$ cat config.mk
export PLATFORM = sky130hd
export DESIGN_NAME = pu_inst_decode
export DESIGN_NICKNAME = d
export VERILOG_FILES = /design/src/source/pu_ctrl_pkg.sv /design/src/source/pu_inst_decode.sv
export SDC_FILE = /design/constraint.sdc
export NUM_CORES = 1
export LEC_CHECK = 0
export ABC_AREA = 1
export BUFFER_PORTS_ARGS = -buffer_cell sky130_fd_sc_hd__buf_2
export CORE_ASPECT_RATIO = 1.1
export CORE_UTILIZATION = 38
export CTS_CLUSTER_SIZE = 30
export DETAILED_ROUTE_END_ITERATION = 8
export PLACE_DENSITY = 0.9
export SKIP_CTS_REPAIR_TIMING = 1
export SLEW_MARGIN = 15
export SYNTH_ARGS = -nofsm -noshare
export SYNTH_HDL_FRONTEND = slang
export SYNTH_SLANG_ARGS = --single-unit
$ cat constraint.sdc
create_clock -name clk -period 2.1 [get_ports clk]
set_input_delay 0.105 -clock clk [delete_from_list [all_inputs] [get_ports clk]]
set_output_delay 0.105 -clock clk [all_outputs]
set_load 0.1 [all_outputs]
$ cat src/source/pu_ctrl_pkg.sv
package pu_ctrl_pkg;

  // ================================================
  // widths and codes
  // ================================================
  localparam int INST_W       = 32;
  localparam int IMM_W        = 16;
  localparam int STRIDE_W     = 32;
  localparam int IMEM_ADDR_W  = 10;  // 1k words
  localparam int RF_ADDR_W    = 4;
  localparam int ALU_FN_W     = 3;
  localparam int ST_REQ_DELAY = 2;   // store issue to write request

  // stream select, low bits of an rf address with bit 3 set
  localparam logic [2:0] STREAM_OBUF = 3'd0;
  localparam logic [2:0] STREAM_LD0  = 3'd1;
  localparam logic [2:0] STREAM_LD1  = 3'd2;

  // ================================================
  // types
  // ================================================
  typedef logic [INST_W-1:0]      inst_t;
  typedef logic [IMM_W-1:0]       imm_t;
  typedef logic [STRIDE_W-1:0]    stride_t;
  typedef logic [IMEM_ADDR_W-1:0] imem_addr_t;
  typedef logic [RF_ADDR_W-1:0]   rf_addr_t;
  typedef logic [ALU_FN_W-1:0]    alu_fn_t;
  typedef logic [2:0]             loop_type_t;
  typedef logic [3:0]             stride_type_t;
  typedef logic [1:0]             mem_type_t;
  typedef logic [2:0]             upsample_t;

  typedef enum logic [3:0] {
    SETUP        = 4'd0,
    LDMEM        = 4'd1,
    STMEM        = 4'd2,
    RDBUF        = 4'd3,
    WRBUF        = 4'd4,
    GENADDR_HI   = 4'd5,
    GENADDR_LO   = 4'd6,
    LOOP         = 4'd7,
    BLOCK_REPEAT = 4'd8,
    BASE_ADDR    = 4'd9,
    PU_BLOCK     = 4'd10,
    COMPUTE_R    = 4'd11,
    COMPUTE_I    = 4'd12
  } opcode_e;

  typedef enum logic [2:0] {IDLE, DECODE, COMPUTE_WAIT, COMPUTE, DONE} pu_state_e;

endpackage

$ cat src/source/pu_inst_decode.sv
`timescale 1ns/1ps

module pu_inst_decode
  import pu_ctrl_pkg::*;
(
  input  logic         clk,
  input  logic         reset,
  input  logic         decode_active,
  input  logic         done,
  input  logic         inst_wr_req,
  input  inst_t        inst_wr_data,
  output logic         cfg_loop_iter_v,
  output imm_t         cfg_loop_iter,
  output loop_type_t   cfg_loop_iter_type,
  output logic         cfg_loop_stride_v,
  output stride_t      cfg_loop_stride,
  output stride_type_t cfg_loop_stride_type,
  output logic         cfg_mem_req_v,
  output mem_type_t    cfg_mem_req_type,
  output upsample_t    upsample_num,
  output logic         imem_wr,
  output logic         block_end,
  output imm_t         block_repeat
);

  opcode_e    opcode;
  logic [6:0] op_spec;
  imm_t       imm;
  imm_t       stride_hi;  // upper half of the next stride
  logic       inst_v;

  // opcode | op_spec | loop_id | imm, loop_id is not used here
  assign opcode  = opcode_e'(inst_wr_data[INST_W-1 -: 4]);
  assign op_spec = inst_wr_data[INST_W-5 -: 7];
  assign imm     = inst_wr_data[IMM_W-1:0];
  assign inst_v  = decode_active && inst_wr_req;

  assign cfg_loop_iter_v    = inst_v && (opcode == LOOP);
  assign cfg_loop_iter      = imm;
  assign cfg_loop_iter_type = op_spec[2:0];

  assign cfg_loop_stride_v    = inst_v && (opcode == GENADDR_LO);
  assign cfg_loop_stride      = {stride_hi, imm};
  assign cfg_loop_stride_type = op_spec[3:0];

  assign cfg_mem_req_v    = inst_v && (opcode == LDMEM);
  assign cfg_mem_req_type = op_spec[4:3];
  assign upsample_num     = op_spec[2:0];

  // compute words go to the instruction memory
  assign imem_wr      = inst_v && ((opcode == COMPUTE_R) || (opcode == COMPUTE_I));
  assign block_end    = (opcode == BLOCK_REPEAT);  // fsm qualifies it
  assign block_repeat = imm;

  always_ff @(posedge clk) begin
    if (reset) begin
      stride_hi <= '0;
    end else if (cfg_loop_stride_v || done) begin
      stride_hi <= '0;  // one-shot, consumed by the low half
    end else if (inst_v && (opcode == GENADDR_HI)) begin
      stride_hi <= imm;
    end
  end

endmodule

# == Word-level counts from Yosys, hierarchy flattened ==
# Index checks and enable logic that the tools add are counted.
# totals
reg_bits,16
latchBits,0
mem_bits_rw,0
rom_bits,0
in_bits,37
output_inout_bits,81
wordCells,17
n_memories,0
# op_classes
add_sub_neg,0
mul,0
n_div,0
order_cmp,0
eq_ne,7
n_shift,0
mux,0
bitwise,0
reduce_logical,9
# ops
op,count
4-bit by 3-bit equality test with 1-bit output (second input constant),3
4-bit equality test (second input constant),3
1-bit logical AND,6
4-bit by 1-bit equality test with 1-bit output (second input constant),1
1-bit logical OR,2
2-bit OR reduction,1

# == Longest topological paths before layout ==
# logic_depth
depth_word,4
depth_mapped,7

# == Worst setup path after synthesis ==
# Ideal clock, no wire load.
# synth_path
path_type,input to output
from,in inst_wr_data[28]
to,out block_end
t_arrival_ns,3.064
required_ns,1.995
setup_slack_ns,-1.069
path_stages,1
n_path_buf,0
cell_sequence,nor4_1
# synth_between
elab_chain_cells,1
# synth_rtl
item,line,text
"start, declared",pu_inst_decode.sv:11,"input inst_t inst_wr_data,"
4-bit equality test,pu_inst_decode.sv:52,assign block_end = (opcode == BLOCK_REPEAT);
"end, declared",pu_inst_decode.sv:22,"output logic block_end,"
# Every way passes these cells.

# == Final worst setup path ==
# layout_path
from,in inst_wr_data[28]
to,out cfg_mem_req_v
# layout_between
elab_chain_cells,2
# layout_rtl
item,line,text
4-bit by 1-bit equality test with 1-bit output,pu_inst_decode.sv:46,assign cfg_mem_req_v = inst_v && (opcode == LDMEM);
1-bit logical AND,pu_inst_decode.sv:46,
"end, declared",pu_inst_decode.sv:18,"output logic cfg_mem_req_v,"
# Every way passes these cells.

==> summary.txt <==
Die
  – Core ar.: 2850 um2
  – IO Pins: 118
  – DIE AREA: 3330 um2
  – Die Wd: 55.1 um
  – Site row count: 20
  – Die Y: 60.4 um
  – Initial Util: 0.414

Place
  – Cells after DPL: 216
  – DP HPWL: 1740 um
  – RePlAce Congestion: 0.698
  – Port bufs: 93
  – Pre-CTS setup slack: 782 ps

Worst setup path
  – Critical Path AT: 1210 ps
  – CP max FO: 19
  – CP endpoint kind: output port
  – CP startpoint kind: input port
  – R2R setup slack: 1500 ps
  – Crit-path cells: buf_2, inv_2, nor2_8, nand3_1, nor2_1, buf_2
  – Most frequent CP cell: buf_2
  – Slowest-stage cell, CP: buf_2
  – Worst EP required: 2000 ps
  – Max incr delay on CP: 430 ps
  – Crit path kind: in2out

Timing
  – Crit path time final: 1310 ps
  – Final Setup Violations: 0
  – Fin crit share: 0.624
  – RSZ-0062 raised after global routing: false
  – Min setup slack post-route: 790 ps
  – Final Hold Fails: 0
  – Fmax: 763 MHz
  – Final Max Slew Viols: 0
  – Relative slew margins: 0.675
  – Setup Skew: 0 ps
  – Tightest Pin Transition: 491 ps

GRT
  – First-pass GRT wire length: 3310 um
  – Total gr overflow: 0
  – Vias in the first global route: 758
  – Total track usage: 0.139
  – Pin count of the biggest net entering global routing: 20
  – Initial antenna violation count: 0

CTS
  – CTS root buf: clkbuf_4
  – Max H-tree Level: 1
  – Reg clk slew, reported paths: 90 ps
  – CTS buffer count: 3
  – Clk buf depth: 2
  – Clock sinks: 16
  – Worst skew pair latency: 280 ps
  – CTS tree: yes

Cells and area
  – Area grow syn2layout: 5.51%
  – Antenna Cells: 0
  – Fraction of layout cells with a size suffix above 1: 0.572
  – Fill count: 313
  – Largest register FFs: 16
  – Final nets: 225
  – Final non-filler cell total: 220
  – Biggest regs: stride_hi x16
  – Biggest register: stride_hi

Pwr
  – Leak Pwr: 0.659 nW
  – VDD IR-drop max: 0.344 mV
  – Pwr/cell area: 804 nW/um2

Synth
  – Yosys reg bits: 16
  – Synth cell types: 17
  – Syn Nets: 190
  – Sequential share of the synthesized area: 0.271
  – YS warnings: 0
  – Syn Std Cell Area: 1180 um2
  – Cell type with the largest total area after synthesis: buf_4
  – Most instantiated cells after synthesis: 61 x buf_4, 20 x nand3_1, 17 x nand2_1
  – Top FF cell, synth: dfxtp_1
  – Syn Area/Cell: 7.71 um2
  – Synth top area share: 0.388
  – Main area contributors after synthesis: buf_4 39%, dfxtp_1 27%, nand3_1 8.5%
  – Count leader, synth: buf_4
  – Post-synth EDFFs: 0
  – Synth Instances: 153
  – Asr flop ratio synth: 0

Drt
  – Drt first pass iters: 4
  – Via count: 991
  – Final ANT Viol Nets: 0
  – Initial DRC count: 34
  – DR WL/cell: 10.5 um
  – Vias/cell: 4.50
  – Post-Route WL: 2310 um
  – Residual DRC: 0

Min path
  – Worst Hold Class: in2reg

Run status
  – Status: finished, final reports clean

Job
  – Max cap viols: 0
-- through the flow --
stage | cell area [um2] | setup TNS (ps) | hold slack, ps | utilization | power, mW
final | 1240 | 0 | 99.2 | 0.436 | 1.00
after CTS | 1240 | 0 | 89.5 | 0.436 | 1.01
after global placement | 1210 | 0 | 211 | 0.424 | 0.804
after floorplan | 1190 | -1940 | 267 | - | 0.901
after global routing | 1240 | 0 | 101 | 0.436 | 1.04
after detailed placement | 1210 | 0 | 211 | 0.424 | 0.806
-- final cells by class --
class / instances / area, um2 / area share
Clock buffer: 4 / 36.3 / 0.0291
Inverter: 8 / 30.0 / 0.0241
Multi-Input combinational cell: 65 / 344 / 0.276
Sequential cell: 16 / 320 / 0.257
Tap cell: 33 / 41.3 / 0.0332
Timing Repair Buffer: 94 / 473 / 0.380
-- layer usage --
| metal | global-route usage | wire [um] |
|---|---|---|
| met5 | 0 | 0 |
| met4 | 0.0964 | 53 |
| met3 | 0.0251 | 170 |
| met2 | 0.231 | 1170 |
| met1 | 0.157 | 919 |
-- placed cells by master, fill, tap and decap left out, drive strengths merged --
cell,instances
nor4,1
a211oi,1
dfxtp,16
nor2,5
clkbuf,4
a21oi,16
buf,94
nand3,21
nor3,2
nand2,19
inv,8
-- report_power, final --
group	internal (mW)	switching (mW)	leakage (nW)	total [mW]
Combinational	0.0575	0.436	0.509	0.494
Clock	0.106	0.0974	0.0210	0.203
Sequential	0.304	0.000366	0.129	0.304
Total	0.467	0.534	0.659	1.00
-- path summary, 6_finish.rpt --
path                         startpoint                    endpoint  depth (start not counted)
max                    inst_wr_data[28]               cfg_mem_req_v                          6
min                    inst_wr_data[14]  stride_hi[14]$_SDFFE_PP0P_                          3
max reg2reg  stride_hi[15]$_SDFFE_PP0P_  stride_hi[15]$_SDFFE_PP0P_                          2
min reg2reg   stride_hi[5]$_SDFFE_PP0P_   stride_hi[5]$_SDFFE_PP0P_                          2
-- worst max-delay path: cells and delay by family --
kind	cells	cell delay, ps
buf+inv	3	640
simple gates	3	450
-- cell families (layout without fill, tap and decap cells) --
family                 Yosys count  after routing  synth area share
buffers and inverters           72            106             0.442
and+or+nand+nor                 48             48             0.212
AOI/OAI and AO/OA               17             17            0.0742
DFF                             16             16             0.271
Power figures use the tool's default switching activity.
