File: src/source/pu_ctrl_pkg.sv
package pu_ctrl_pkg;

  // ================================================
  // widths and codes
  // ================================================
  localparam int INST_W       = 32;
  localparam int IMM_W        = 16;
  localparam int STRIDE_W     = 32;
  localparam int IMEM_ADDR_W  = 10;  // 1k words
  localparam int RF_ADDR_W    = 4;
  localparam int ALU_FN_W     = 3;
  localparam int ST_REQ_DELAY = 2;   // store issue to write request

  // stream select, low bits of an rf address with bit 3 set
  localparam logic [2:0] STREAM_OBUF = 3'd0;
  localparam logic [2:0] STREAM_LD0  = 3'd1;
  localparam logic [2:0] STREAM_LD1  = 3'd2;

  // ================================================
  // types
  // ================================================
  typedef logic [INST_W-1:0]      inst_t;
  typedef logic [IMM_W-1:0]       imm_t;
  typedef logic [STRIDE_W-1:0]    stride_t;
  typedef logic [IMEM_ADDR_W-1:0] imem_addr_t;
  typedef logic [RF_ADDR_W-1:0]   rf_addr_t;
  typedef logic [ALU_FN_W-1:0]    alu_fn_t;
  typedef logic [2:0]             loop_type_t;
  typedef logic [3:0]             stride_type_t;
  typedef logic [1:0]             mem_type_t;
  typedef logic [2:0]             upsample_t;

  typedef enum logic [3:0] {
    SETUP        = 4'd0,
    LDMEM        = 4'd1,
    STMEM        = 4'd2,
    RDBUF        = 4'd3,
    WRBUF        = 4'd4,
    GENADDR_HI   = 4'd5,
    GENADDR_LO   = 4'd6,
    LOOP         = 4'd7,
    BLOCK_REPEAT = 4'd8,
    BASE_ADDR    = 4'd9,
    PU_BLOCK     = 4'd10,
    COMPUTE_R    = 4'd11,
    COMPUTE_I    = 4'd12
  } opcode_e;

  typedef enum logic [2:0] {IDLE, DECODE, COMPUTE_WAIT, COMPUTE, DONE} pu_state_e;

endpackage

File: src/source/pu_ctrl_fsm.sv
`timescale 1ns/1ps

module pu_ctrl_fsm
  import pu_ctrl_pkg::*;
(
  input  logic      clk,
  input  logic      reset,
  input  logic      pu_block_start,
  input  logic      pu_compute_start,
  input  logic      block_end,
  input  logic      inst_wr_req,
  input  imm_t      block_repeat,
  input  logic      last_inst,
  input  logic      stall,
  output pu_state_e state,
  output logic      decode_active,
  output logic      compute_active,
  output logic      done,
  output logic      pu_compute_ready,
  output logic      inst_wr_ready
);

  pu_state_e state_nxt;
  imm_t      repeat_counter;  // passes left after this one
  imm_t      repeat_counter_nxt;
  logic      pass_end;

  assign pass_end = last_inst && !stall;  // last word of a pass issues

  always_comb begin
    state_nxt          = state;
    repeat_counter_nxt = repeat_counter;
    case (state)
      IDLE: begin
        if (pu_block_start) begin
          state_nxt = DECODE;
        end
      end
      DECODE: begin
        if (block_end && inst_wr_req) begin
          state_nxt          = COMPUTE_WAIT;
          repeat_counter_nxt = block_repeat;
        end
      end
      COMPUTE_WAIT: begin
        if (pu_compute_start) begin
          state_nxt = COMPUTE;
        end
      end
      COMPUTE: begin
        if (pass_end) begin
          if (repeat_counter == '0) begin
            state_nxt = DONE;
          end else begin
            repeat_counter_nxt = repeat_counter - 1'b1;
          end
        end
      end
      DONE:    state_nxt = IDLE;
      default: state_nxt = IDLE;
    endcase
  end

  always_ff @(posedge clk) begin
    if (reset) begin
      state          <= IDLE;
      repeat_counter <= '0;
    end else begin
      state          <= state_nxt;
      repeat_counter <= repeat_counter_nxt;
    end
  end

  assign decode_active    = (state == DECODE);
  assign compute_active   = (state == COMPUTE);
  assign done             = (state == DONE);
  assign pu_compute_ready = (state == COMPUTE_WAIT);
  assign inst_wr_ready    = (state != COMPUTE);

endmodule

File: config.mk
export PLATFORM = sky130hd
export DESIGN_NAME = pu_ctrl_fsm
export DESIGN_NICKNAME = d
export VERILOG_FILES = /design/src/source/pu_ctrl_pkg.sv /design/src/source/pu_ctrl_fsm.sv
export SDC_FILE = /design/constraint.sdc
export NUM_CORES = 1
export LEC_CHECK = 0
export BUFFER_PORTS_ARGS = -buffer_cell sky130_fd_sc_hd__buf_2
export CELL_PAD_IN_SITES_DETAIL_PLACEMENT = 1
export CELL_PAD_IN_SITES_GLOBAL_PLACEMENT = 1
export CORE_MARGIN = 4
export CORE_UTILIZATION = 40
export CTS_CLUSTER_SIZE = 28
export DETAILED_ROUTE_END_ITERATION = 16
export PLACE_DENSITY_LB_ADDON = 0.1
export SLEW_MARGIN = 15
export SYNTH_ARGS = -nofsm -noshare
export SYNTH_HDL_FRONTEND = slang
export SYNTH_SLANG_ARGS = --single-unit
File: constraint.sdc
create_clock -name clk -period 4.3 [get_ports clk]
set_clock_uncertainty 0.2 [all_clocks]
set_input_delay 0.43 -clock clk [delete_from_list [all_inputs] [get_ports clk]]
set_output_delay 0.43 -clock clk [all_outputs]
set_load 0.03 [all_outputs]
# After elaboration in Yosys (flattened, before gate mapping)

Cells that the tools add are included.

Equality and inequality tests: 11
Multiply operators: 0
Add/sub/neg operators: 1
Reduce and logical (&&, ||, !) cells: 8
Shift-type cells: 0
Multiplexer cells: 10
Div/mod/pow operators: 0
Order comparisons: 0
Bitwise operators: 0

Operator list:

| cell                                                                     | number |
|---|---|
| 16-bit 2-to-1 mux                                                        | 3 |
| 16-bit case mux with 2 select lines                                      | 1 |
| 16-bit logical NOT                                                       | 1 |
| 16-bit by 1-bit subtractor with 16-bit output (second input constant)    | 1 |
| 3-bit 2-to-1 mux                                                         | 5 |
| 3-bit case mux with 4 select lines                                       | 1 |
| 3-bit by 2-bit == test with 1-bit output (second input constant)         | 2 |
| 2-bit by 1-bit inequality test with 1-bit output (second input constant) | 3 |
| 2-bit inequality test (second input constant)                            | 3 |
| 5-bit AND reduction                                                      | 1 |
| 4-bit AND reduction                                                      | 1 |
| 3-bit by 1-bit == test with 1-bit output (second input constant)         | 1 |
| 3-bit == test (second input constant)                                    | 1 |
| 3-bit logical NOT                                                        | 1 |
| 3-bit by 2-bit inequality test with 1-bit output (second input constant) | 1 |
| 1-bit logical AND                                                        | 2 |
| 2-bit nonzero test                                                       | 1 |
| 1-bit logical NOT                                                        | 1 |

Word-level logic and storage cells: 32
Memory bits (writable): 0
Bits in latches: 0
Memories: 0
Input bits: 24
Output and inout port bits: 8
Bits in read-only memories: 0
Bits in registers: 19

# Longest topological paths before layout

Depth after elaboration: 4
Mapped depth: 8
Depth with buffers taken out: 7

# Worst setup path before layout

OpenSTA, ideal clock, no wires.

Kind: reg2reg
Start: register state[1]
End: register repeat_counter[15]
Path buffers: 2
Setup time: 0.071 ns
Stages on the path, launching flop included: 8
Data arrival time: 1.954 ns
Clock period less this slack: 2.225 ns
Required time: 4.029 ns
Slack: 2.075 ns
Cells stage by stage: dfxtp_1 clkbuf_1 nand3b_1 inv_1 clkbuf_1 o21ai_0 a21bo_1 a21oi_1

Longest elaborated chain between the ends: 3
Elaborated cells on any way between the ends: 8
Classes of those cells: eq/ne (5); mux (1); reduce/logical (2)

Ends and longest elaborated chain:

| item                                                           | line              | RTL |
|---|---|---|
| start, declared                                                | pu_ctrl_fsm.sv:15 | `output pu_state_e state,` |
| start signal, assigned                                         | pu_ctrl_fsm.sv:69 | `state <= state_nxt;` |
| 3-bit by 2-bit == test with 1-bit output *                     | n/a               |  |
| net compute_active                                             | pu_ctrl_fsm.sv:17 | `output logic compute_active,` |
| 2-bit inequality test (no source line) (tied with other cells) | n/a               |  |
| 4-bit AND reduction (no source line)                           | n/a               |  |
| end signal, assigned                                           | pu_ctrl_fsm.sv:70 | `repeat_counter <= repeat_counter_nxt;` |
| end, declared                                                  | pu_ctrl_fsm.sv:24 | `imm_t repeat_counter;` |

The timed path passes the listed nets; every way through them passes the cells marked *.
A chain may end at the register's enable or synchronous reset.

# Worst setup path after layout

Start: register state[1]
End: output port compute_active

Longest elaborated chain between the ends: 1

Ends and longest elaborated chain:

| item                                     | line              | RTL |
|---|---|---|
| 3-bit by 2-bit == test with 1-bit output | pu_ctrl_fsm.sv:75 | `assign compute_active = (state == COMPUTE);` |
| end, declared                            | pu_ctrl_fsm.sv:17 |  |

Every way passes these cells.

==> qor.csv <==
metric;value;unit
outcome;complete, no violations;
number of gates resized after CTS;0;
fillers;419;
clock root buffer;clkbuf_4;
Critical Path RT;3.67;ns
final wirelength;3830;microns
synth cell count leaders;nand2_1 (33), dfxtp_1 (19), a21oi_1 (14), nor2_1 (14), o21ai_1 (13);
Max IR drop VDD;0.139;mV
Crit Path Class;flip-flop to output pin;
initial antenna violation count;0;
placed cell areas;1450;sq um
DIE AREA;4220;sq um
Post-DRT Antenna Nets;0;
Max-slew headroom;0.611;
Final #Nets;228;
max cap viols;0;
Place WS;2.01;ns
I/O Pins;32;
# setup viols final;0;
vias in the first global route;1411;
worst-path fanout max;38;
setup TNS;0;ns
CTS tree;built;
Synth Cell Area;1300;sq um
Comb power frac;0.299;
Syn-to-layout area delta;13.9;%
row count;20;
Worst Min Path Start;block_repeat[0];
width of the die;65.0;microns
GP Congestion;0.810;
worst path arrival time;1.89;ns
min Tclk post-route;2.52;ns
crit path capture type;output pin;
TritonRoute pass-1 iters;4;
synth top area cells;dfxtp_1 (29%), nand2_1 (9.5%), a21oi_1 (5.4%), o21ai_1 (5.0%), nor2_1 (4.1%);
Achievable Freq;397;MHz
sequential power share;0.465;
Final Hold Viols;0;
reg-to-reg startpoint;state[1];
worst slew pin tran;0.579;ns
Wirelength per Cell;15.6;microns
Hold WS;0.184;ns
fin. max-slew vios;0;
Post-Syn Nets;204;
Yosys Warn Count;0;
Avg Inst Size Synth;7.25;sq um
post-synth top area share;0.293;
ys flop type;dfxtp_1;
H-Tree Depth;1;
post-synthesis register bit count;19;
Initial Util;0.422;
CTS buffer count;3;
Worst Slack Setup Final;1.78;ns
Distinct cells, synth;40;
largest net degree at the start of global routing;39;
CP Launch Point;state[1];
Clock Latency Late Sink;0.32;ns
via/cell ratio;5.42;
Int Power;0.263;mW
Yosys top cell by area;dfxtp_1;
chip height;65.0;microns
GRT overflow;0;
Synth async-reset ratio;0;
unrepaired setup endpoints after global routing;no;
dpl hpwl;2790;microns
core footprint;3080;sq um
DRC Markers;0;
first-pass GRT wire length;6660;microns
Hold Crit Class;input pin to flip-flop;
clock sinks;19;
pwr/cell area;285;nW/um^2
CTS Buffer Depth;2;
CP Launch Type;flip-flop;
CTS Hold Bufs;0;
Switching Share;0.377;
Clk pwr share;0.236;
most frequent cell after synthesis;nand2_1;
layout cells sized above 1;0.257;
P_leak;0.580;nW
Net Switching;0.159;mW
gr usage total;0.201;
Design Area, Final;1480;sq um
Mapped Cells;179;
n_diodes;0;
Reg clk slew, reported paths;0.13;ns
Seq/Total Area, Yosys;0.293;
PortBufs;31;
Via Count;1333;
Iter 0 DRT Violations;59;
period utilization;0.586;
number of synthesized flops with an enable pin;0;
Post-CTS Setup Repair Bufs;0;
Tot Pwr;0.422;mW
stage by stage:
| stage | instances | util |
|---|---|---|
| after floorplan | 179 | - |
| after global placement | 242 | 0.471 |
| after detailed placement | 242 | 0.471 |
| after CTS | 246 | 0.480 |
| after global routing | 246 | 0.480 |
| final | 246 | 0.480 |
cell type report:
| class | count | area (sq um) | area share |
|---|---|---|---|
| sequential | 19 | 380 | 0.257 |
| multi-input combinational | 139 | 822 | 0.556 |
| timing repair buffer | 32 | 163 | 0.110 |
| inverter | 8 | 30.0 | 0.0203 |
| clock buffer | 3 | 22.5 | 0.0152 |
| clock inverter | 1 | 5.00 | 0.00339 |
| tap | 44 | 55.1 | 0.0373 |
sequential cells by signal, summed over array words and instances (netlist names):
name and cells:
state 3, repeat_counter 16
routing by layer:
layer / wire, microns / vias to the layer above / global-route usage
li1: - / 677 / -
met1: 1810 / 622 / 0.269
met2: 1810 / 27 / 0.328
met3: 145 / 7 / 0.0243
met4: 70 / 0 / 0.0765
met5: 0 / - / 0
power groups by stage:
stage          logic, mW  clock network, mW  registers [mW]
2_1_floorplan     0.0943                  0           0.198
3_3_place_gp       0.122                  0           0.199
3_5_place_dp       0.127                  0           0.200
4_1_cts            0.127              0.105           0.196
5_1_grt            0.142              0.111           0.198
6_report           0.126             0.0995           0.196
critical path, cell delays in order (launching register included):
cell and delay (ns):
dfxtp_1 0.56, nand3b_1 0.11, buf_4 0.27, inv_1 0.35
buf_2 0.28
cell families after synthesis:
logic type      share of synthesized area
buf+inv                            0.0733
flops                               0.293
compound gates                      0.303
mux                                0.0164
simple gates                        0.305
fa+ha+maj                         0.00964
cell usage in the layout, fill, tap and decap left out, drive strengths merged, types with 3 or more instances in the layout:
cell type,n
a211oi,5
a21oi,20
a31oi,3
and2,3
buf,32
clkbuf,3
dfxtp,19
inv,8
nand2,33
nand3,5
nand3b,4
nor2,14
nor3,7
o21ai,23
final timing paths:
path,end,slack (ns),cells after the start
setup / recovery,compute_active,1.78,4
hold / removal,repeat_counter[0],0.18,3
setup reg to reg,repeat_counter[13],1.98,4
hold reg to reg,repeat_counter[6],0.31,2
No activity file was read; power rests on OpenSTA's default activity.
