$ cat src/source/pu_ctrl_pkg.sv
package pu_ctrl_pkg;

  // ================================================
  // widths and codes
  // ================================================
  localparam int INST_W       = 32;
  localparam int IMM_W        = 16;
  localparam int STRIDE_W     = 32;
  localparam int IMEM_ADDR_W  = 10;  // 1k words
  localparam int RF_ADDR_W    = 4;
  localparam int ALU_FN_W     = 3;
  localparam int ST_REQ_DELAY = 2;   // store issue to write request

  // stream select, low bits of an rf address with bit 3 set
  localparam logic [2:0] STREAM_OBUF = 3'd0;
  localparam logic [2:0] STREAM_LD0  = 3'd1;
  localparam logic [2:0] STREAM_LD1  = 3'd2;

  // ================================================
  // types
  // ================================================
  typedef logic [INST_W-1:0]      inst_t;
  typedef logic [IMM_W-1:0]       imm_t;
  typedef logic [STRIDE_W-1:0]    stride_t;
  typedef logic [IMEM_ADDR_W-1:0] imem_addr_t;
  typedef logic [RF_ADDR_W-1:0]   rf_addr_t;
  typedef logic [ALU_FN_W-1:0]    alu_fn_t;
  typedef logic [2:0]             loop_type_t;
  typedef logic [3:0]             stride_type_t;
  typedef logic [1:0]             mem_type_t;
  typedef logic [2:0]             upsample_t;

  typedef enum logic [3:0] {
    SETUP        = 4'd0,
    LDMEM        = 4'd1,
    STMEM        = 4'd2,
    RDBUF        = 4'd3,
    WRBUF        = 4'd4,
    GENADDR_HI   = 4'd5,
    GENADDR_LO   = 4'd6,
    LOOP         = 4'd7,
    BLOCK_REPEAT = 4'd8,
    BASE_ADDR    = 4'd9,
    PU_BLOCK     = 4'd10,
    COMPUTE_R    = 4'd11,
    COMPUTE_I    = 4'd12
  } opcode_e;

  typedef enum logic [2:0] {IDLE, DECODE, COMPUTE_WAIT, COMPUTE, DONE} pu_state_e;

endpackage

$ cat src/source/pu_issue_stall.sv
`timescale 1ns/1ps

module pu_issue_stall
  import pu_ctrl_pkg::*;
(
  input  logic     clk,
  input  logic     reset,
  input  logic     compute_active,
  input  inst_t    rd_data,
  input  logic     obuf_ld_stream_read_ready,
  input  logic     ddr_ld0_stream_read_ready,
  input  logic     ddr_ld1_stream_read_ready,
  input  logic     ddr_st_stream_write_ready,
  output logic     stall,
  output logic     alu_fn_valid,
  output alu_fn_t  alu_fn,
  output rf_addr_t alu_in0_addr,
  output rf_addr_t alu_in1_addr,
  output rf_addr_t alu_out_addr,
  output logic     alu_in1_src,
  output imm_t     alu_imm,
  output logic     obuf_ld_stream_read_req,
  output logic     ddr_ld0_stream_read_req,
  output logic     ddr_ld1_stream_read_req,
  output logic     ddr_st_stream_write_req
);

  logic                    need_obuf;
  logic                    need_ld0;
  logic                    need_ld1;
  logic                    need_st;
  logic [ST_REQ_DELAY-1:0] st_dly;  // store issues in flight

  // true when either operand reads the given stream
  function automatic logic uses_stream(input rf_addr_t in0, input rf_addr_t in1,
                                       input logic in1_src, input logic [2:0] code);
    return (in0[3] && (in0[2:0] == code)) ||
           (!in1_src && in1[3] && (in1[2:0] == code));
  endfunction

  assign {alu_in1_src, alu_fn, alu_imm, alu_in0_addr, alu_out_addr} = rd_data[INST_W-5:0];
  assign alu_in1_addr = alu_imm[RF_ADDR_W-1:0];  // register form reuses imm

  assign need_obuf = compute_active &&
                     uses_stream(alu_in0_addr, alu_in1_addr, alu_in1_src, STREAM_OBUF);
  assign need_ld0  = compute_active &&
                     uses_stream(alu_in0_addr, alu_in1_addr, alu_in1_src, STREAM_LD0);
  assign need_ld1  = compute_active &&
                     uses_stream(alu_in0_addr, alu_in1_addr, alu_in1_src, STREAM_LD1);
  assign need_st   = compute_active && alu_out_addr[3];

  assign stall = (need_obuf && !obuf_ld_stream_read_ready) ||
                 (need_ld0 && !ddr_ld0_stream_read_ready) ||
                 (need_ld1 && !ddr_ld1_stream_read_ready) ||
                 (need_st && !ddr_st_stream_write_ready);

  assign alu_fn_valid            = compute_active && !stall;
  assign obuf_ld_stream_read_req = need_obuf && !stall;
  assign ddr_ld0_stream_read_req = need_ld0 && !stall;
  assign ddr_ld1_stream_read_req = need_ld1 && !stall;

  always_ff @(posedge clk) begin
    if (reset) begin
      st_dly <= '0;
    end else begin
      st_dly <= {st_dly[ST_REQ_DELAY-2:0], need_st && !stall};
    end
  end

  assign ddr_st_stream_write_req = st_dly[ST_REQ_DELAY-1];

endmodule

$ cat config.mk
export PLATFORM = sky130hd
export DESIGN_NAME = pu_issue_stall
export DESIGN_NICKNAME = d
export VERILOG_FILES = /design/src/source/pu_ctrl_pkg.sv /design/src/source/pu_issue_stall.sv
export SDC_FILE = /design/constraint.sdc
export NUM_CORES = 1
export LEC_CHECK = 0
export BUFFER_PORTS_ARGS = -buffer_cell sky130_fd_sc_hd__clkbuf_2
export CAP_MARGIN = 20
export CORE_MARGIN = 2
export CORE_UTILIZATION = 31
export CTS_CLUSTER_DIAMETER = 200
export DETAILED_ROUTE_END_ITERATION = 8
export PLACE_DENSITY = 0.85
export SLEW_MARGIN = 20
export SYNTH_ARGS = -nofsm -noshare
export SYNTH_HDL_FRONTEND = slang
export SYNTH_SLANG_ARGS = --single-unit
$ cat constraint.sdc
create_clock -name clk -period 4.08 [get_ports clk]
set_input_delay 0.612 -clock clk [delete_from_list [all_inputs] [get_ports clk]]
set_output_delay 0.612 -clock clk [all_outputs]
set_load 0.01 [all_outputs]
# --- Yosys cells after proc, flatten, opt, wreduce, memory -nomap -nowiden ---
# Index checks and enable logic that the tools add are counted.
op_classes:
  n_eq_ne: 4
  n_reduce_logical: 34
ops:
  columns: ["operator", "count"]
  rows:
  - ["logical AND 1 bit", 20]
  - ["equality test 3 x 1 -> 1 bit (second input constant)", 2]
  - ["equality test 3 x 2 -> 1 bit (second input constant)", 2]
  - ["zero test 1 bit", 6]
  - ["zero test 3 bit", 2]
  - ["logical OR 1 bit", 6]
totals:
  register_bits: 2
  in_bits: 39
  output_inout_bits: 38
  wordCells: 39

# --- Longest topological paths before layout ---
# Gate-level depths: netlist (run 1).
logic_depth:
  depth_word: 11
  ltp_mapped: 3
  depth_no_buf: 3

# --- Worst setup path before layout (run 1) ---
# No wires, ideal clock.
synth_timing:
  path_kind: "input port to output port"
  start: "input port rd_data[27]"
  end: "output port ddr_ld1_stream_read_req"
  arrival_time_ns: 1.743
  t_required_ns: 3.468
  path_slack_ns: 1.725
  cell_stages: 3
  cell_sequence: "or4b_4 > o22a_1 > nor4_2"
synth_via:
  elab_chain_len: 11
  elab_cells_between_ends: 19
  classes_between: "19 x reduce/logical"
synth_rtl:
  columns: ["element", "line", "source"]
  rows:
  - ["start: declaration", "pu_issue_stall.sv:9", "input inst_t rd_data,"]
  - ["zero test 1 bit (*)", "pu_issue_stall.sv:38", "(!in1_src && in1[3] && (in1[2:0] == code));"]
  - ["logical AND 1 bit (*)", "pu_issue_stall.sv:38", null]
  - ["logical AND 1 bit", "pu_issue_stall.sv:38", null]
  - ["logical OR 1 bit", "pu_issue_stall.sv:37", "return (in0[3] && (in0[2:0] == code)) ||"]
  - ["logical AND 1 bit, on equally long branches", "pu_issue_stall.sv:44, pu_issue_stall.sv:46", null]
  - ["logical AND 1 bit, on equally long branches", "pu_issue_stall.sv:52, pu_issue_stall.sv:53", null]
  - ["logical OR 1 bit", "pu_issue_stall.sv:52", "assign stall = (need_obuf && !obuf_ld_stream_read_ready) ||"]
  - ["logical OR 1 bit", "pu_issue_stall.sv:53", "(need_ld0 && !ddr_ld0_stream_read_ready) ||"]
  - ["logical OR 1 bit", "pu_issue_stall.sv:54", "(need_ld1 && !ddr_ld1_stream_read_ready) ||"]
  - ["zero test 1 bit", "pu_issue_stall.sv:60", "assign ddr_ld1_stream_read_req = need_ld1 && !stall;"]
  - ["logical AND 1 bit (*)", "pu_issue_stall.sv:60", null]
  - ["end: declaration", "pu_issue_stall.sv:24", "output logic ddr_ld1_stream_read_req,"]
# Every way passes the cells marked *; elsewhere a longest branch is shown, timed or not.

# --- Worst setup path in the final report (run 1) ---
layout_timing:
  start: "input port rd_data[9]"
  end: "output port ddr_ld0_stream_read_req"
layout_via:
  elab_chain_len: 10
  elab_cells_between_ends: 20
  classes_between: "2 x eq/ne; 18 x reduce/logical"
layout_rtl:
  columns: ["element", "line", "source"]
  rows:
  - ["equality test 3 x 1 -> 1 bit / zero test 3 bit (equally long branches)", "pu_issue_stall.sv:38", null]
  - ["logical AND 1 bit", "pu_issue_stall.sv:38", null]
  - ["logical OR 1 bit", "pu_issue_stall.sv:37", null]
  - ["logical AND 1 bit, on equally long branches", "pu_issue_stall.sv:46, pu_issue_stall.sv:44", null]
  - ["logical AND 1 bit, on equally long branches", "pu_issue_stall.sv:53, pu_issue_stall.sv:52", null]
  - ["logical OR 1 bit", "pu_issue_stall.sv:52", null]
  - ["logical OR 1 bit", "pu_issue_stall.sv:53", null]
  - ["logical OR 1 bit", "pu_issue_stall.sv:54", null]
  - ["zero test 1 bit", "pu_issue_stall.sv:59", "assign ddr_ld0_stream_read_req = need_ld0 && !stall;"]
  - ["logical AND 1 bit (*)", "pu_issue_stall.sv:59", null]
  - ["end: declaration", "pu_issue_stall.sv:23", "output logic ddr_ld0_stream_read_req,"]
# Marks and branches as above.

==> flow_summary.html, run 1 <==
<table>
<tr><th>Metric</th><th>Value</th></tr>
<tr><th colspan="2">Die</th></tr>
<tr><td>Effective utilization at floorplan</td><td>0.334</td></tr>
<tr><td>Count of standard-cell rows</td><td>14</td></tr>
<tr><td>DIE AREA</td><td>1980 um2</td></tr>
<tr><td>IO Count</td><td>77</td></tr>
<tr><td>Core region area</td><td>1520 um2</td></tr>
<tr><td>Vert. Die Dim</td><td>44.5 um</td></tr>
<tr><td>Chip width</td><td>44.5 um</td></tr>
<tr><th colspan="2">STA</th></tr>
<tr><td>Portion of the clock cycle consumed by the worst path in the final layout</td><td>0.639</td></tr>
<tr><td>Time the final worst path needs with I/O delays and setup</td><td>2610 ps</td></tr>
<tr><td>Final Max Tran Viols</td><td>0</td></tr>
<tr><td>Top achievable clock speed</td><td>0.384 GHz</td></tr>
<tr><td>Worst slew margin</td><td>0.719</td></tr>
<tr><td>Fin Hold WS</td><td>448 ps</td></tr>
<tr><td>Tightest Pin Transition</td><td>422 ps</td></tr>
<tr><td>Number of failing setup endpoints in the final timing report</td><td>0</td></tr>
<tr><td>Final sum of negative setup slack</td><td>0 ps</td></tr>
<tr><td>Crit path setup slack, layout</td><td>1470 ps</td></tr>
<tr><td>Hold Fails Final Rpt</td><td>0</td></tr>
<tr><td>RSZ-0062 raised after global routing</td><td>false</td></tr>
<tr><td>Largest clock skew in the final design</td><td>0.894 ps</td></tr>
<tr><th colspan="2">Power and ir drop</th></tr>
<tr><td>Switch share</td><td>0.312</td></tr>
<tr><td>Share of total power in sequential cells</td><td>0.198</td></tr>
<tr><td>Part of the power in combinational logic</td><td>0.384</td></tr>
<tr><td>Power density of the placed cells</td><td>210 nW/um2</td></tr>
<tr><td>Internal power</td><td>71.0 uW</td></tr>
<tr><td>Largest vdd supply drop</td><td>105 uV</td></tr>
<tr><td>Switching power</td><td>32.2 uW</td></tr>
<tr><td>LEAKAGE</td><td>0.250 nW</td></tr>
<tr><td>Clock share of power</td><td>0.418</td></tr>
<tr><th colspan="2">Clock network</th></tr>
<tr><td>Worst-Skew Late Latency</td><td>220 ps</td></tr>
<tr><td>Clock input transition at the sequential cells of the worst setup and hold paths</td><td>30 ps</td></tr>
<tr><td>Gates resized, CTS repair</td><td>0</td></tr>
<tr><td>CTS max path bufs</td><td>2</td></tr>
<tr><td>Buffers inserted during post-CTS setup optimization</td><td>0</td></tr>
<tr><td>Hold buffer count at cts</td><td>0</td></tr>
<tr><td>Master cell of the clock root buffer</td><td>clkbuf_4</td></tr>
<tr><td>CTS tree</td><td>built</td></tr>
<tr><td>H-Tree Depth</td><td>1</td></tr>
<tr><td>Number of clock buffers inserted by TritonCTS</td><td>3</td></tr>
<tr><td>Sink Count</td><td>2</td></tr>
<tr><th colspan="2">Placed design</th></tr>
<tr><td>Worst setup slack before clock tree synthesis</td><td>1480 ps</td></tr>
<tr><td>Port-buffer cells</td><td>36</td></tr>
<tr><td>Detail Placement HPWL</td><td>919 um</td></tr>
<tr><td>Final weighted congestion in routability-driven placement</td><td>0.720</td></tr>
<tr><td>Standard cell area after detailed placement</td><td>469 um2</td></tr>
<tr><th colspan="2">GRT</th></tr>
<tr><td>First-pass GRT wire length</td><td>1640 um</td></tr>
<tr><td>Antenna violations before repair</td><td>0</td></tr>
<tr><td>Global-route usage over all layers</td><td>0.112</td></tr>
<tr><td>Residual overflow from global routing</td><td>0</td></tr>
<tr><td>Via count of the first global-routing pass</td><td>399</td></tr>
<tr><td>Pin count of the biggest net entering global routing</td><td>8</td></tr>
<tr><th colspan="2">Synth</th></tr>
<tr><td>Flops &amp; latches, synth</td><td>2</td></tr>
<tr><td>Number of warnings issued by yosys</td><td>0</td></tr>
<tr><td>Sequential cell area fraction in the yosys report</td><td>0.0786</td></tr>
<tr><td>Synth Net Count</td><td>101</td></tr>
<tr><td>Count of cell types in the netlist</td><td>24</td></tr>
<tr><td>Cells after synthesis</td><td>62</td></tr>
<tr><td>Mean instance size in the synthesized netlist</td><td>8.21 um2</td></tr>
<tr><td>Post-synthesis instance area</td><td>509 um2</td></tr>
<tr><th colspan="2">Setup path</th></tr>
<tr><td>Arrival time reported for the critical path endpoint</td><td>1990 ps</td></tr>
<tr><td>Nature of the critical path endpoint</td><td>output pin</td></tr>
<tr><td>Worst-path maximum fanout</td><td>7</td></tr>
<tr><td>Type of origin of the critical path</td><td>primary input</td></tr>
<tr><td>Critical path class</td><td>primary input to output pin</td></tr>
<tr><td>Data required, critical path</td><td>3470 ps</td></tr>
<tr><th colspan="2">Detailed routing</th></tr>
<tr><td>Detailed-router iteration count before antenna repair</td><td>4</td></tr>
<tr><td>Per-cell via count in the routed design</td><td>5.01</td></tr>
<tr><td>Average routed wire per standard cell</td><td>12.6 um</td></tr>
<tr><td>Routed wire length</td><td>1080 um</td></tr>
<tr><td>Post-route DRC</td><td>0</td></tr>
<tr><td>Via count of the routed design</td><td>426</td></tr>
<tr><td>Count of nets left with antenna violations after detail routing</td><td>0</td></tr>
<tr><td>Detailed Route Iter0 Violations</td><td>4</td></tr>
<tr><th colspan="2">Cells and area</th></tr>
<tr><td>N_diodes</td><td>0</td></tr>
<tr><td>Post-layout net count</td><td>110</td></tr>
<tr><td>Most flop-heavy register</td><td>st_dly</td></tr>
<tr><td>Largest register FFs</td><td>2</td></tr>
<tr><td>Final-layout fill cell count</td><td>165</td></tr>
<tr><td>Registers with the most flip-flops</td><td>st_dly: 2 flops</td></tr>
<tr><td>Share of cells above drive strength 1</td><td>0.652</td></tr>
<tr><td>Syn-to-layout area delta</td><td>-3.44%</td></tr>
<tr><td>Final core utilization</td><td>0.323</td></tr>
<tr><td>Layout Cell Area excl Fill</td><td>492 um2</td></tr>
<tr><th colspan="2">Outcome</th></tr>
<tr><td>Run status</td><td>finished clean</td></tr>
<tr><th colspan="2">Min path</th></tr>
<tr><td>Worst hold path class</td><td>flop to flop</td></tr>
<tr><th colspan="2">Job</th></tr>
<tr><td>Number of maximum-capacitance violations</td><td>0</td></tr>
</table>
[power by group through the flow]
stage | logic (mW) | clock network [mW] | registers [mW]
finish | 0.0396 | 0.0432 | 0.0204
global route | 0.0435 | 0.0455 | 0.0204
CTS | 0.0404 | 0.0466 | 0.0204
detailed placement | 0.0402 | 0 | 0.0207
global placement | 0.0385 | 0 | 0.0207
floorplan | 0.0457 | 0 | 0.0208
[synthesized netlist by cell type (all sizes together)]
cell | count | area (um2)
o21ai | 1 | 5.00
or2 | 1 | 6.26
o22a | 2 | 17.5
nor2b | 1 | 6.26
inv | 3 | 11.3
or3b | 1 | 8.76
or4b | 2 | 23.8
o22ai | 1 | 6.26
o31a | 1 | 8.76
or2b | 1 | 7.51
o221ai | 2 | 23.8
nand2 | 1 | 3.75
buf | 32 | 240
dfxtp | 2 | 40.0
or4bb | 1 | 11.3
nor4b | 2 | 23.8
nand2b | 4 | 25.0
o32ai | 1 | 16.3
nor4 | 2 | 18.8
nor3 | 1 | 5.00
[per-layer routing]
| metal | wire (um) | vias up | global-route usage |
|---|---|---|---|
| met5 | 0 | - | 0 |
| met4 | 13 | 0 | 0.0909 |
| met3 | 103 | 6 | 0.0367 |
| met2 | 571 | 33 | 0.191 |
| met1 | 386 | 182 | 0.109 |
| li1 | - | 205 | - |
[cell usage in the layout (no fill, tap or decap)]
master,n
clkbuf_2,36
o221ai_1,1
or2_2,1
or4bb_1,1
nor3_1,1
or4b_1,1
nor4b_1,1
inv_1,3
nand2b_1,4
o221ai_2,1
or2b_1,1
dfxtp_1,2
o22a_1,2
nor4_1,1
nand2_1,1
o21ai_0,1
o22ai_1,1
o31a_1,1
or3b_1,1
clkbuf_4,3
nor4b_2,1
or4b_4,1
o32ai_2,1
nor2b_1,1
nor4_2,1
[stage by stage]
| step | total power [mW] | cells |
|---|---|---|
| CTS | 0.107 | 85 |
| global route | 0.110 | 85 |
| global placement | 0.0591 | 82 |
| floorplan | 0.0665 | 62 |
| finish | 0.103 | 85 |
| detailed placement | 0.0609 | 82 |
[area by class of cell]
cell class / instances / area, um2 / share of cell area
flip-flops and latches: 2 / 40.0 / 0.0814
inverters: 3 / 11.3 / 0.0229
multi-input cells: 25 / 218 / 0.443
clock buffers: 3 / 22.5 / 0.0458
repair buffers: 36 / 180 / 0.366
well taps: 16 / 20.0 / 0.0407
[final timing paths]
| check | startpoint | to | slack, ps | cells after the start |
|---|---|---|---|---|
| min reg2reg | st_dly[0] | st_dly[1] | 450 | 1 |
| min | st_dly[0] | st_dly[1] | 450 | 1 |
| max reg2reg | st_dly[0] | st_dly[1] | 3570 | 1 |
| max | rd_data[9] | ddr_ld0_stream_read_req | 1470 | 5 |
[kinds of logic after synthesis]
group,Yosys count,share of synthesized area
AO/OA/AOI/OAI,8,0.152
buffers and inverters,35,0.494
flip-flops,2,0.0786
AND/OR/NAND/NOR,17,0.275
[worst max-delay path: stages]
cell	delay (ps)
clkbuf_2	130
or4b_1	560
o21ai_0	180
nor4b_1	310
clkbuf_2	200
Power figures use the tool's default switching activity.
==> run 2, diff against run 1 <==
Settings changed: CORE_UTILIZATION 31 to 26, PLACE_DENSITY 0.85 to 0.76.
Clock period 4.08 ns to 2.1 ns, I/O delays scaled along.
==> flow_summary.html, run 2 (same netlist as run 1, synthesis figures left out) <==
<table>
<tr><th>Metric</th><th>Value</th></tr>
<tr><th colspan="2">Outcome</th></tr>
<tr><td>Run status</td><td>finished clean</td></tr>
<tr><th colspan="2">Cells and area</th></tr>
<tr><td>Largest register FFs</td><td>2</td></tr>
<tr><td>Most flop-heavy register</td><td>st_dly</td></tr>
<tr><td>Footprint of the multi-input gates</td><td>218 um2</td></tr>
<tr><td>Post-layout net count</td><td>110</td></tr>
<tr><td>Final core utilization</td><td>0.266</td></tr>
<tr><td>Syn-to-layout area delta</td><td>-0.737%</td></tr>
<tr><td>N_diodes</td><td>0</td></tr>
<tr><td>Registers with the most flip-flops</td><td>st_dly: 2 flops</td></tr>
<tr><td>Final-layout fill cell count</td><td>228</td></tr>
<tr><td>Most frequent standard cell in the layout excluding fill and tap cells</td><td>clkbuf_2</td></tr>
<tr><td>Share of cells above drive strength 1</td><td>0.652</td></tr>
<tr><td>Leading cell types in the layout, fill and taps excluded</td><td>clkbuf_2, nand2b_1, inv_1, clkbuf_4</td></tr>
<tr><td>Register Area</td><td>40.0 um2</td></tr>
<tr><th colspan="2">STA</th></tr>
<tr><td>Final Max Tran Viols</td><td>0</td></tr>
<tr><td>Tightest Pin Transition</td><td>411 ps</td></tr>
<tr><td>Number of failing setup endpoints in the final timing report</td><td>0</td></tr>
<tr><td>Hold Fails Final Rpt</td><td>0</td></tr>
<tr><td>Time the final worst path needs with I/O delays and setup</td><td>1990 ps</td></tr>
<tr><td>Crit path setup slack, layout</td><td>112 ps</td></tr>
<tr><td>Top achievable clock speed</td><td>0.503 GHz</td></tr>
<tr><td>Largest clock skew in the final design</td><td>4.61 ps</td></tr>
<tr><td>Worst slew margin</td><td>0.726</td></tr>
<tr><td>RSZ-0062 raised after global routing</td><td>false</td></tr>
<tr><td>Portion of the clock cycle consumed by the worst path in the final layout</td><td>0.947</td></tr>
<tr><td>Final sum of negative setup slack</td><td>0 ps</td></tr>
<tr><th colspan="2">Die</th></tr>
<tr><td>Vert. Die Dim</td><td>48.3 um</td></tr>
<tr><td>Chip width</td><td>48.3 um</td></tr>
<tr><td>Core region area</td><td>1900 um2</td></tr>
<tr><td>IO Count</td><td>77</td></tr>
<tr><td>Count of standard-cell rows</td><td>16</td></tr>
<tr><td>DIE AREA</td><td>2330 um2</td></tr>
<tr><td>Effective utilization at floorplan</td><td>0.268</td></tr>
<tr><th colspan="2">Setup path</th></tr>
<tr><td>Worst-path maximum fanout</td><td>7</td></tr>
<tr><td>CP max stage delay</td><td>570 ps</td></tr>
<tr><td>Critical register-to-register path endpoint</td><td>st_dly[1]</td></tr>
<tr><td>Arrival time reported for the critical path endpoint</td><td>1670 ps</td></tr>
<tr><td>Type of origin of the critical path</td><td>primary input</td></tr>
<tr><td>Nature of the critical path endpoint</td><td>output pin</td></tr>
<tr><td>Count of cell instances traversed by the critical path</td><td>5</td></tr>
<tr><td>Cell-by-cell listing of the critical path</td><td>clkbuf_2, or4b_1, o221ai_2, o31a_1, clkbuf_2</td></tr>
<tr><td>End point of the critical path</td><td>stall</td></tr>
<tr><td>Worst path most repeated cell</td><td>clkbuf_2</td></tr>
<tr><td>Crit path launch</td><td>rd_data[9]</td></tr>
<tr><td>Data required, critical path</td><td>1780 ps</td></tr>
<tr><td>Worst-path cell with the longest stage delay</td><td>or4b_1</td></tr>
<tr><td>Largest delay share family, worst path</td><td>simple AND/OR/NAND/NOR gates</td></tr>
<tr><td>Register-to-register setup slack</td><td>1590 ps</td></tr>
<tr><td>Critical path class</td><td>primary input to output pin</td></tr>
<tr><td>Register-to-Register Path Depth</td><td>1</td></tr>
<tr><td>Buffering stage count on the worst path with inverters included</td><td>2</td></tr>
<tr><td>Reg-to-reg startpoint</td><td>st_dly[0]</td></tr>
<tr><th colspan="2">Detailed routing</th></tr>
<tr><td>Count of nets left with antenna violations after detail routing</td><td>0</td></tr>
<tr><td>Via count of the routed design</td><td>421</td></tr>
<tr><td>Routed wire length</td><td>1060 um</td></tr>
<tr><td>Average routed wire per standard cell</td><td>11.1 um</td></tr>
<tr><td>Detailed-router iteration count before antenna repair</td><td>4</td></tr>
<tr><td>Detailed Route Iter0 Violations</td><td>6</td></tr>
<tr><td>Per-cell via count in the routed design</td><td>4.39</td></tr>
<tr><td>Post-route DRC</td><td>0</td></tr>
<tr><th colspan="2">Clock network</th></tr>
<tr><td>Sink Count</td><td>2</td></tr>
<tr><td>Buffers inserted during post-CTS setup optimization</td><td>0</td></tr>
<tr><td>Master cell of the clock root buffer</td><td>clkbuf_4</td></tr>
<tr><td>Hold buffer count at cts</td><td>0</td></tr>
<tr><td>Worst-Skew Late Latency</td><td>230 ps</td></tr>
<tr><td>Number of clock buffers inserted by TritonCTS</td><td>3</td></tr>
<tr><td>CTS max path bufs</td><td>2</td></tr>
<tr><td>H-Tree Depth</td><td>1</td></tr>
<tr><td>CTS tree</td><td>built</td></tr>
<tr><td>Gates resized, CTS repair</td><td>0</td></tr>
<tr><td>Clock input transition at the sequential cells of the worst setup and hold paths</td><td>30 ps</td></tr>
<tr><th colspan="2">Power and ir drop</th></tr>
<tr><td>Largest vdd supply drop</td><td>247 uV</td></tr>
<tr><td>LEAKAGE</td><td>0.250 nW</td></tr>
<tr><td>Total power draw</td><td>202 uW</td></tr>
<tr><td>Power density of the placed cells</td><td>401 nW/um2</td></tr>
<tr><th colspan="2">GRT</th></tr>
<tr><td>Global-route usage over all layers</td><td>0.0980</td></tr>
<tr><td>Via count of the first global-routing pass</td><td>374</td></tr>
<tr><td>Antenna violations before repair</td><td>0</td></tr>
<tr><td>Residual overflow from global routing</td><td>0</td></tr>
<tr><td>First-pass GRT wire length</td><td>1580 um</td></tr>
<tr><td>Pin count of the biggest net entering global routing</td><td>8</td></tr>
<tr><th colspan="2">Placed design</th></tr>
<tr><td>Port-buffer cells</td><td>36</td></tr>
<tr><td>Final weighted congestion in routability-driven placement</td><td>0.714</td></tr>
<tr><td>Worst setup slack before clock tree synthesis</td><td>109 ps</td></tr>
<tr><td>Detail Placement HPWL</td><td>923 um</td></tr>
<tr><th colspan="2">Min path</th></tr>
<tr><td>Worst hold path class</td><td>primary input to flop</td></tr>
<tr><th colspan="2">Job</th></tr>
<tr><td>Number of maximum-capacitance violations</td><td>0</td></tr>
</table>
## run 2: cell counts in the layout (fill, tap and decap cells not counted)
No cell type changed its count.
## run 2: worst min path at each step
stage	cells past startpoint	endpoint	startpoint
floorplan	1	st_dly[1]	reset
global placement	1	st_dly[1]	st_dly[0]
detailed placement	1	st_dly[1]	st_dly[0]
CTS	2	st_dly[1]	reset
global route	2	st_dly[1]	reset
finish	2	st_dly[1]	reset
## run 2: layout make-up
type,count,share of cell area
inverter,3,0.0223
timing repair buffer,36,0.356
sequential,2,0.0792
tap,27,0.0668
multi-input combinational,25,0.431
clock buffer,3,0.0446
## run 2: layer usage
layer | global-route usage | up-vias | share of wire
met5 | 0 | - | 0
met4 | 0.0541 | 0 | 0.012
met3 | 0.0333 | 4 | 0.11
met2 | 0.163 | 24 | 0.46
met1 | 0.108 | 188 | 0.42
li1 | - | 205 | -
## run 2: power breakdown
group	switching, mW	internal [mW]	leakage (nW)
clock	0.0228	0.0632	0.0138
sequential	0.000289	0.0395	0.0163
combinational	0.0413	0.0355	0.219
total	0.0644	0.138	0.250
## run 2: metrics by stage
step	hold slack [ps]	instance area, um2	cells
2_1_floorplan	387	509	62
3_3_place_gp	427	483	93
3_5_place_dp	426	483	93
4_1_cts	250	505	96
5_1_grt	258	505	96
6_report	262	505	96
